[src/verilog/ddr2_timing_pkg.sv]
package ddr2_timing_pkg;

  // Address widths of the memory device
  localparam int BANK_W = 2;
  localparam int ROW_W  = 14;
  localparam int COL_W  = 10;

  // Core timing, counted in ddr_clk_0 cycles
  localparam int T_RCD = 4;           // ACT to RD or WR
  localparam int T_RP  = 4;           // PRE or PREA to next ACT or REF
  localparam int T_RFC = 26;          // REF to any other command
  localparam int T_MRD = 2;           // MRS to next command

  // Much shorter than the real 200 us so that simulation stays quick
  localparam int T_INIT_WAIT = 40;

  // MR word with burst length 4, sequential bursts, CAS latency 4 and write recovery 4
  localparam logic [ROW_W-1:0] MR_VALUE = 14'h0642;

  // EMR word with the DLL enabled, full drive strength and 75 ohm ODT
  localparam logic [ROW_W-1:0] EMR_VALUE = 14'h0004;

  // The column address always sits in the low bits of the row field
  localparam int COL_PAD_W = ROW_W - COL_W;

endpackage

[src/verilog/ddr2_cmd_pkg.sv]
package ddr2_cmd_pkg;

  // Command on the DDR2 bus, decoded from RAS, CAS and WE by the PHY
  typedef enum logic [2:0] {
    NOP  = 3'd0,
    MRS  = 3'd1,
    REF  = 3'd2,
    PRE  = 3'd3,
    PREA = 3'd4,
    ACT  = 3'd5,
    WR   = 3'd6,
    RD   = 3'd7
  } ddr2_cmd_e;

  // Mode register layout from A13 down to A0
  typedef struct packed {
    logic [1:0] rsvd;                 // A13 and the power-down exit bit
    logic [2:0] wr;                   // Write recovery minus one
    logic       dll_rst;
    logic       tm;                   // Test mode stays low
    logic [2:0] cl;                   // CAS latency
    logic       bt;                   // Burst type, low is sequential
    logic [2:0] bl;                   // Burst length code
  } ddr2_mode_t;

  // The address pins carry either a row or column, or a mode word during MRS
  typedef union packed {
    logic [ddr2_timing_pkg::ROW_W-1:0] row;
    ddr2_mode_t                        mode;
  } ddr2_addr_u;

  typedef struct packed {
    ddr2_cmd_e                          cmd;
    logic [ddr2_timing_pkg::BANK_W-1:0] ba;   // Bank, or mode register select on MRS
    ddr2_addr_u                         addr;
  } ddr2_cmd_t;

  typedef struct packed {
    logic                               wr;   // High for a write, low for a read
    logic [ddr2_timing_pkg::BANK_W-1:0] bank;
    logic [ddr2_timing_pkg::ROW_W-1:0]  row;
    logic [ddr2_timing_pkg::COL_W-1:0]  col;
  } ddr2_req_t;

  localparam ddr2_cmd_t CMD_NOP = '0;

endpackage

[src/verilog/ddr2_reset_gen.sv]
`timescale 1ns/1ps

module ddr2_reset_gen #(
  parameter int RST_STAGES = 8
) (
  input  logic ddr_clk_0,
  input  logic reset_int,
  input  logic usr_rst,
  input  logic pll_locked,
  output logic ctrl_rst
);

  logic                  rst_src;
  logic [RST_STAGES-1:0] rst_shift;

  // Any source holds the controller in reset, including a clock that has lost lock
  assign rst_src = reset_int | usr_rst | ~pll_locked;

  always_ff @(posedge ddr_clk_0) begin
    if (rst_src) begin
      rst_shift <= '1;                                    // Refill on every reset cycle
    end else begin
      rst_shift <= {rst_shift[RST_STAGES-2:0], 1'b0};     // Zeros walk towards the top
    end
  end

  // The top stage only clears after every stage has seen a clean cycle
  assign ctrl_rst = rst_shift[RST_STAGES-1];

endmodule

[src/verilog/ddr2_init_seq.sv]
`timescale 1ns/1ps

module ddr2_init_seq (
  input  logic                    ddr_clk_0,
  input  logic                    ctrl_rst,
  output ddr2_cmd_pkg::ddr2_cmd_t init_cmd,
  output logic                    init_done
);

  localparam int WAIT_W = $clog2(ddr2_timing_pkg::T_INIT_WAIT + ddr2_timing_pkg::T_RFC);
  localparam logic [3:0] LAST_STEP = 4'd10;

  logic [3:0]              step;
  logic [WAIT_W-1:0]       wait_cnt;
  ddr2_cmd_pkg::ddr2_cmd_t step_cmd;
  logic [WAIT_W-1:0]       step_gap;

  // Command and following gap for each step of the JEDEC power-up list
  always_comb begin
    step_cmd = ddr2_cmd_pkg::CMD_NOP;
    step_gap = WAIT_W'(ddr2_timing_pkg::T_MRD);
    case (step)
      4'd0, 4'd5: begin
        step_cmd.cmd = ddr2_cmd_pkg::PREA;
        step_gap     = WAIT_W'(ddr2_timing_pkg::T_RP);
      end
      4'd1: begin
        step_cmd.cmd = ddr2_cmd_pkg::MRS;                 // EMR2 cleared
        step_cmd.ba  = 2'd2;
      end
      4'd2: begin
        step_cmd.cmd = ddr2_cmd_pkg::MRS;                 // EMR3 cleared
        step_cmd.ba  = 2'd3;
      end
      4'd3, 4'd9: begin
        step_cmd.cmd       = ddr2_cmd_pkg::MRS;           // EMR with the DLL enabled
        step_cmd.ba        = 2'd1;
        step_cmd.addr.mode = ddr2_cmd_pkg::ddr2_mode_t'(ddr2_timing_pkg::EMR_VALUE);
      end
      4'd4: begin
        step_cmd.cmd               = ddr2_cmd_pkg::MRS;
        step_cmd.ba                = 2'd0;
        step_cmd.addr.mode         = ddr2_cmd_pkg::ddr2_mode_t'(ddr2_timing_pkg::MR_VALUE);
        step_cmd.addr.mode.dll_rst = 1'b1;                // First MR write resets the DLL
      end
      4'd6, 4'd7: begin
        step_cmd.cmd = ddr2_cmd_pkg::REF;
        step_gap     = WAIT_W'(ddr2_timing_pkg::T_RFC);
      end
      4'd8: begin
        step_cmd.cmd       = ddr2_cmd_pkg::MRS;           // MR again without DLL reset
        step_cmd.ba        = 2'd0;
        step_cmd.addr.mode = ddr2_cmd_pkg::ddr2_mode_t'(ddr2_timing_pkg::MR_VALUE);
      end
      default: begin
        step_cmd = ddr2_cmd_pkg::CMD_NOP;
      end
    endcase
  end

  always_ff @(posedge ddr_clk_0) begin
    if (ctrl_rst) begin
      step      <= '0;
      wait_cnt  <= WAIT_W'(ddr2_timing_pkg::T_INIT_WAIT - 1);
      init_cmd  <= ddr2_cmd_pkg::CMD_NOP;
      init_done <= 1'b0;
    end else begin
      init_cmd <= ddr2_cmd_pkg::CMD_NOP;                  // NOP between commands
      if (wait_cnt != '0) begin
        wait_cnt <= wait_cnt - 1'b1;
      end else if (!init_done) begin
        if (step == LAST_STEP) begin
          init_done <= 1'b1;                              // Gap after the last MRS has run out
        end else begin
          init_cmd <= step_cmd;
          wait_cnt <= step_gap - 1'b1;
          step     <= step + 1'b1;
        end
      end
    end
  end

endmodule

[src/verilog/ddr2_refresh_timer.sv]
`timescale 1ns/1ps

module ddr2_refresh_timer #(
  parameter int REFI_CYCLES = 1040
) (
  input  logic ddr_clk_0,
  input  logic ctrl_rst,
  input  logic init_done,
  input  logic ref_ack,
  output logic ref_pending
);

  localparam int CNT_W = $clog2(REFI_CYCLES);
  localparam logic [3:0] PEND_MAX = 4'd8;     // DDR2 allows eight refreshes to be postponed

  logic [CNT_W-1:0] refi_cnt;
  logic [3:0]       pend_cnt;
  logic             refi_tick;

  assign refi_tick = init_done && (refi_cnt == CNT_W'(REFI_CYCLES - 1));

  always_ff @(posedge ddr_clk_0) begin
    if (ctrl_rst) begin
      refi_cnt <= '0;
      pend_cnt <= '0;
    end else begin
      if (init_done) begin
        refi_cnt <= refi_tick ? '0 : refi_cnt + 1'b1;
      end
      case ({refi_tick && (pend_cnt != PEND_MAX), ref_ack && (pend_cnt != '0)})
        2'b10:   pend_cnt <= pend_cnt + 1'b1;
        2'b01:   pend_cnt <= pend_cnt - 1'b1;
        default: pend_cnt <= pend_cnt;                // A tick and an ack cancel out
      endcase
    end
  end

  assign ref_pending = (pend_cnt != '0);

endmodule

[src/verilog/ddr2_cmd_sched.sv]
`timescale 1ns/1ps

module ddr2_cmd_sched (
  input  logic                    ddr_clk_0,
  input  logic                    ctrl_rst,
  input  ddr2_cmd_pkg::ddr2_cmd_t init_cmd,
  input  logic                    init_done,
  input  logic                    ref_pending,
  input  logic                    req_strobe,
  input  ddr2_cmd_pkg::ddr2_req_t req,
  output logic                    busy,
  output logic                    ref_ack,
  output ddr2_cmd_pkg::ddr2_cmd_t cmd
);

  localparam int DLY_W     = $clog2(ddr2_timing_pkg::T_RFC);
  localparam int NUM_BANKS = 2 ** ddr2_timing_pkg::BANK_W;

  typedef enum logic [2:0] {
    S_INIT,
    S_IDLE,
    S_PREA_WAIT,
    S_RFC,
    S_PRE_WAIT,
    S_ACT_WAIT,
    S_LAST
  } state_e;

  state_e                            state;
  logic [DLY_W-1:0]                  dly;
  logic [NUM_BANKS-1:0]              open_vld;
  logic [ddr2_timing_pkg::ROW_W-1:0] open_row [NUM_BANKS];
  ddr2_cmd_pkg::ddr2_req_t           req_q;
  ddr2_cmd_pkg::ddr2_req_t           act_req;
  ddr2_cmd_pkg::ddr2_cmd_t           cmd_q;
  logic                              accept;
  logic                              row_hit;
  logic                              issue_act;
  logic                              issue_ref;

  function automatic ddr2_cmd_pkg::ddr2_cmd_t col_cmd(input ddr2_cmd_pkg::ddr2_req_t r);
    ddr2_cmd_pkg::ddr2_cmd_t c;
    c.cmd      = r.wr ? ddr2_cmd_pkg::WR : ddr2_cmd_pkg::RD;
    c.ba       = r.bank;
    c.addr.row = {{ddr2_timing_pkg::COL_PAD_W{1'b0}}, r.col};    // A10 low, no auto precharge
    return c;
  endfunction

  function automatic ddr2_cmd_pkg::ddr2_cmd_t act_cmd(input ddr2_cmd_pkg::ddr2_req_t r);
    ddr2_cmd_pkg::ddr2_cmd_t c;
    c.cmd      = ddr2_cmd_pkg::ACT;
    c.ba       = r.bank;
    c.addr.row = r.row;
    return c;
  endfunction

  assign accept    = (state == S_IDLE) && req_strobe && !busy;
  assign row_hit   = open_vld[req.bank] && (open_row[req.bank] == req.row);
  assign act_req   = (state == S_IDLE) ? req : req_q;     // Closed bank uses the live request
  assign issue_act = (accept && !open_vld[req.bank]) || ((state == S_PRE_WAIT) && (dly == '0));
  assign issue_ref = ((state == S_IDLE) && !accept && ref_pending && (open_vld == '0)) ||
                     ((state == S_PREA_WAIT) && (dly == '0));
  assign ref_ack   = (state == S_RFC) && (dly == '0);
  assign cmd       = init_done ? cmd_q : init_cmd;        // Init owns the bus until it is done

  always_ff @(posedge ddr_clk_0) begin
    if (accept) begin
      req_q <= req;
    end
    if (issue_act) begin
      open_row[act_req.bank] <= act_req.row;
    end
  end

  always_ff @(posedge ddr_clk_0) begin
    if (ctrl_rst) begin
      state    <= S_INIT;
      dly      <= '0;
      open_vld <= '0;
      cmd_q    <= ddr2_cmd_pkg::CMD_NOP;
      busy     <= 1'b0;
    end else begin
      cmd_q <= ddr2_cmd_pkg::CMD_NOP;
      busy  <= 1'b1;
      if (dly != '0) begin
        dly <= dly - 1'b1;
      end
      case (state)
        S_INIT: begin
          if (init_done) begin
            state <= S_IDLE;
            busy  <= 1'b0;
          end
        end
        S_IDLE: begin
          if (accept) begin
            if (row_hit) begin
              cmd_q <= col_cmd(req);                      // Row already open
              state <= S_LAST;
            end else if (open_vld[req.bank]) begin
              cmd_q.cmd          <= ddr2_cmd_pkg::PRE;    // Wrong row open in this bank
              cmd_q.ba           <= req.bank;
              open_vld[req.bank] <= 1'b0;
              dly                <= DLY_W'(ddr2_timing_pkg::T_RP - 1);
              state              <= S_PRE_WAIT;
            end
          end else if (ref_pending) begin
            if (open_vld != '0) begin
              cmd_q.cmd <= ddr2_cmd_pkg::PREA;
              open_vld  <= '0;
              dly       <= DLY_W'(ddr2_timing_pkg::T_RP - 1);
              state     <= S_PREA_WAIT;
            end
          end else begin
            busy <= 1'b0;
          end
        end
        S_RFC: begin
          if (dly == '0) begin
            state <= S_IDLE;
            busy  <= 1'b0;
          end
        end
        S_ACT_WAIT: begin
          if (dly == '0) begin
            cmd_q <= col_cmd(req_q);
            state <= S_LAST;
          end
        end
        S_LAST: begin
          state <= S_IDLE;
          busy  <= ref_pending;                           // Refresh wins over the next request
        end
        default: begin
          state <= state;
        end
      endcase
      if (issue_act) begin
        cmd_q                  <= act_cmd(act_req);
        open_vld[act_req.bank] <= 1'b1;
        dly                    <= DLY_W'(ddr2_timing_pkg::T_RCD - 1);
        state                  <= S_ACT_WAIT;
      end
      if (issue_ref) begin
        cmd_q.cmd <= ddr2_cmd_pkg::REF;
        dly       <= DLY_W'(ddr2_timing_pkg::T_RFC - 1);
        state     <= S_RFC;
      end
    end
  end

endmodule

[src/verilog/ddr2_ctrl_top.sv]
`timescale 1ns/1ps

module ddr2_ctrl_top #(
  parameter int REFI_CYCLES = 1040,
  parameter int RST_STAGES  = 8
) (
  input  logic                    ddr_clk_0,
  input  logic                    reset_int,
  input  logic                    usr_rst,
  input  logic                    pll_locked,
  input  logic                    req_strobe,
  input  ddr2_cmd_pkg::ddr2_req_t req,
  output logic                    busy,
  output logic                    init_done,
  output ddr2_cmd_pkg::ddr2_cmd_t cmd
);

  logic                    ctrl_rst;
  ddr2_cmd_pkg::ddr2_cmd_t init_cmd;
  logic                    ref_pending;
  logic                    ref_ack;

  ddr2_reset_gen #(
    .RST_STAGES (RST_STAGES)
  ) u_reset_gen (
    .ddr_clk_0  (ddr_clk_0),
    .reset_int  (reset_int),
    .usr_rst    (usr_rst),
    .pll_locked (pll_locked),
    .ctrl_rst   (ctrl_rst)
  );

  ddr2_init_seq u_init_seq (
    .ddr_clk_0 (ddr_clk_0),
    .ctrl_rst  (ctrl_rst),
    .init_cmd  (init_cmd),
    .init_done (init_done)
  );

  ddr2_refresh_timer #(
    .REFI_CYCLES (REFI_CYCLES)
  ) u_refresh_timer (
    .ddr_clk_0   (ddr_clk_0),
    .ctrl_rst    (ctrl_rst),
    .init_done   (init_done),
    .ref_ack     (ref_ack),
    .ref_pending (ref_pending)
  );

  ddr2_cmd_sched u_cmd_sched (
    .ddr_clk_0   (ddr_clk_0),
    .ctrl_rst    (ctrl_rst),
    .init_cmd    (init_cmd),
    .init_done   (init_done),
    .ref_pending (ref_pending),
    .req_strobe  (req_strobe),
    .req         (req),
    .busy        (busy),
    .ref_ack     (ref_ack),
    .cmd         (cmd)
  );

endmodule

[config.mk]
export PLATFORM = sky130hd
export DESIGN_NAME = ddr2_ctrl_top
export DESIGN_NICKNAME = d
export VERILOG_FILES = /design/src/verilog/ddr2_timing_pkg.sv /design/src/verilog/ddr2_cmd_pkg.sv /design/src/verilog/ddr2_reset_gen.sv /design/src/verilog/ddr2_init_seq.sv /design/src/verilog/ddr2_refresh_timer.sv /design/src/verilog/ddr2_cmd_sched.sv /design/src/verilog/ddr2_ctrl_top.sv
export SDC_FILE = /design/constraint.sdc
export NUM_CORES = 1
export LEC_CHECK = 0
export ABC_AREA = 1
export CAP_MARGIN = 20
export CORE_MARGIN = 2
export CORE_UTILIZATION = 60
export DETAILED_ROUTE_END_ITERATION = 10
export DONT_BUFFER_PORTS = 1
export PLACE_DENSITY = 0.73
export SYNTH_ARGS = -nofsm -noshare
export SYNTH_HDL_FRONTEND = slang
export SYNTH_SLANG_ARGS = --single-unit
[constraint.sdc]
create_clock -name ddr_clk_0 -period 4 [get_ports ddr_clk_0]
set_input_delay 0.2 -clock ddr_clk_0 [delete_from_list [all_inputs] [get_ports ddr_clk_0]]
set_output_delay 0.2 -clock ddr_clk_0 [all_outputs]
set_load 0.02 [all_outputs]
==> out/metrics.yaml <==
run_status:
  outcome: "finished, violations left"
  violations: "design-rule violations"
clocking:
  htreeDepth: 4
  clkSinkCount: 158
  numCtsBuffers: 17
  cts_tree: "built"
  cts_root_buf: "clkbuf_16"
  cts_setup_buffers: 0
  ctsHoldBuffers: 29
  clk_pin_slew_worst_paths_ns: 0.06
  insertion_delay_ns: 0.43
  cts_resized: 0
  cts_buffer_depth: 2
power_and_ir_drop:
  clockPowerShare: 0.477
  internal_power_mw: 2.71
  seqPwrFrac: 0.497
  leakage_nw: 3.54
  p_switching_mw: 0.700
  vdd_drop_max_v: 0.000403
  switching_share: 0.205
  power_density_nw_per_um2: 418
  p_comb_frac: 0.026
timing:
  hold_slack_ns: 0.0891
  fin_skew_ns: 0.00692
  layout_min_cycle_time_ns: 2.72
  period_share: 0.681
  setup_tns_ns: 0
  slew_violations: 0
  hold_viol_final: 0
  rsz0062_at_grt: "no"
  setup_viol_count_final: 0
  max_slew_margin: 0.380
  fmax_ghz: 0.367
  tightest_slew_ns: 0.928
logic_synthesis:
  yosysSeqAreaShare: 0.558
  syn-cell-area_sq_um: 7160
  synthMuxAreaShare: 0
  yosys-top-cells-area: "edfxtp_1, dfxtp_1, nand2_1"
  synth-compound-area-share: 0.0763
  synth_top_area_frac: 0.348
  yosys.area_share.xor_xnor: 0.00734
  synth-simple-area-share: 0.267
  synth_top_area_cell: "edfxtp_1"
  synth_fa_ha_area_frac: 0.0203
  synth_top_family_by_area: "simple AND/OR/NAND/NOR gates"
  synthArstFlopShare: 0
  synthCells: 852
  synth_seq_cells: 158
  synth.distinct_cells: 50
  syn_nets: 895
  ys_top_cells_by_count: "nand2_1, inv_1, edfxtp_1, dfxtp_1, nor2_1"
  syn_avg_cell_area_sq_um: 8.41
  ys.flop_type: "edfxtp_1"
  synth_edf_count: 83
  yosysWarningCount: 0
  yosysMostFrequentCell: "nand2_1"
finish:
  fin_area_sq_um: 8150
  final_layout_size_suffix_gt1_frac: 0.0747
  nets: 927
  final_util: 0.708
  area_delta_synth_final_pct: 13.8
  antenna_cells: 0
  nFillCells: 887
detailed_routing:
  drt_iter0_drc: 488
  drc: 2
  drt-vias-per-instance: 5.44
  dr.pass1.iters: 10
  route.vias.total: 5656
  antenna_left: 0
  wl_per_cell_microns: 15.4
  routed_wl_mm: 16.0
critical_path:
  r2r-end: "u_refresh_timer.pend_cnt[3]$_SDFFE_PP0P_"
  cp_slowest_cell: "dfxtp_1"
  critical_path.max_fanout: 4
  path_buf_inv: 2
  slowest_delay_ns: 0.37
  crit_type: "reg -> reg"
  r2r-start: "u_refresh_timer.refi_cnt[0]$_SDFFE_PP0P_"
  critPathLaunchType: "register"
  cp.arrival_ns: 3.04
  r2r_cells: 17
  end_kind: "register"
  reg2reg_slack_ns: 1.28
  crit_chain: "ha_1 -> inv_1 -> nor3_1 -> and2_1 -> nand2_1 -> inv_1 -> o41ai_1 -> ha_1 -> ha_1 -> nand2_1 -> nor2_1 -> a211oi_1 -> nor2_1 -> nor2_1 -> nand2_1 -> o21ai_0 -> a21oi_1"
  required_ns: 4.31
  cp_top_family: "simple AND/OR/NAND/NOR gates"
floorplanning:
  num_rows: 39
  dieArea_sq_um: 12800
  pin_count: 53
  die_x_microns: 113
  start_util: 0.622
  core_sq_um: 11500
  die_y_microns: 113
placement:
  gp_congestion: 0.889
  hpwlAfterDp_mm: 10.5
  place_area_sq_um: 7260
  port_buffers: 0
job:
  max_cap_viol_count: 0
grt:
  grtUsageTotal: 0.266
  grt_pass1_vias: 5507
  grt_max_degree: 36
  grt_pass1_wl_mm: 26.4
  antenna_found_initial: 0
  grt_overflow: 0
min_path:
  min-delay-path-class: "in -> reg"
  whs_path_depth: 4
  holdPathEnd: "u_cmd_sched.open_vld[0]$_SDFF_PP0_"
  min-delay-start: "req[24]"
==> cells by family after synthesis <==
| group | count (synthesis) |
|---|---|
| and+or+nand+nor | 460 |
| adders and majority gates | 11 |
| DFF | 158 |
| buffers and inverters | 123 |
| xor gates and xnor gates | 6 |
| AOI/OAI and AO/OA | 94 |
==> state kept, by name, summed over array words and instances (netlist names), 3 cells and up <==
register and count:
u_cmd_sched.cmd_q 19, u_cmd_sched.dly 5, u_cmd_sched.open_row 56, u_cmd_sched.open_vld 4
u_cmd_sched.req_q 27, u_cmd_sched.state 3, u_init_seq.init_cmd 8, u_init_seq.step 4
u_init_seq.wait_cnt 7, u_refresh_timer.pend_cnt 4, u_refresh_timer.refi_cnt 11, u_reset_gen.rst_shift 8
==> power by group through the flow <==
stage,clock (mW),sequential [mW],combinational (mW)
2_1_floorplan,0,1.73,0.0612
3_3_place_gp,0,1.73,0.0591
3_5_place_dp,0,1.73,0.0603
4_1_cts,1.65,1.69,0.0862
5_1_grt,1.72,1.69,0.0990
6_report,1.63,1.69,0.0871
==> area by class of cell <==
cell class / instances / area, sq um / share of cell area
Multi-Input combinational cell: 571 / 2660 / 0.326
Inverter: 101 / 383 / 0.0470
Timing Repair Buffer: 35 / 335 / 0.0411
Clock inverter: 12 / 131 / 0.0161
Sequential cell: 158 / 3990 / 0.490
Clock buffer: 20 / 468 / 0.0574
Tap cell: 143 / 179 / 0.0219
==> layer usage <==
layer / up-vias / GRT usage / routed length [microns]
met3: 33 / 0.0745 / 1170
met2: 202 / 0.428 / 7580
met5: - / 0 / 0
met4: 0 / 0.102 / 374
li1: 2817 / - / -
met1: 2604 / 0.344 / 6910
==> cell usage in the layout, fill, tap and decap left out, types with 3 or more instances in the layout <==
cell type,n
ha_1,10
nor2_1,64
dlygate4sd3_1,29
o21ai_0,38
dfxtp_1,75
nor4_1,3
nor2_4,4
or2_2,7
edfxtp_1,83
clkinv_1,4
nand2_2,3
clkinv_2,3
nand2_1,315
inv_1,92
and3_1,4
inv_2,5
nor3_1,7
nor2_2,3
a21oi_1,33
clkbuf_16,18
nand4_1,6
buf_4,6
nand3_1,38
xor2_1,4
==> worst max-delay path by stage <==
| stage | slack (ns) | cells after the start | start | to |
|---|---|---|---|---|
| after CTS | 1.26 | 17 | u_refresh_timer.refi_cnt[0]$_SDFFE_PP0P_ | u_refresh_timer.pend_cnt[3]$_SDFFE_PP0P_ |
| final | 1.28 | 17 | u_refresh_timer.refi_cnt[0]$_SDFFE_PP0P_ | u_refresh_timer.pend_cnt[3]$_SDFFE_PP0P_ |
| after detailed placement | 1.25 | 17 | u_refresh_timer.refi_cnt[0]$_SDFFE_PP0P_ | u_refresh_timer.pend_cnt[3]$_SDFFE_PP0P_ |
| after floorplan | 1.34 | 9 | u_cmd_sched.dly[0]$_SDFF_PP0_ | u_cmd_sched.open_row[0][0]$_DFFE_PP_ |
| after global routing | 0.83 | 17 | u_refresh_timer.refi_cnt[0]$_SDFFE_PP0P_ | u_refresh_timer.pend_cnt[3]$_SDFFE_PP0P_ |
| after global placement | 1.45 | 17 | u_refresh_timer.refi_cnt[0]$_SDFFE_PP0P_ | u_refresh_timer.pend_cnt[3]$_SDFFE_PP0P_ |
==> worst min-delay path, stage by stage <==
cell and delay [ns]:
o21ai_0 0.05, nand3_1 0.07, nand2_1 0.05, a21oi_1 0.11
==> stage by stage <==
| stage | std cells | power [mW] | setup slack [ns] |
|---|---|---|---|
| 3_5_place_dp | 979 | 1.79 | 1.25 |
| 6_report | 1040 | 3.41 | 1.28 |
| 3_3_place_gp | 979 | 1.79 | 1.45 |
| 4_1_cts | 1040 | 3.43 | 1.26 |
| 2_1_floorplan | 852 | 1.79 | 1.34 |
| 5_1_grt | 1040 | 3.51 | 0.828 |
No activity file was read; power rests on OpenSTA's default activity.
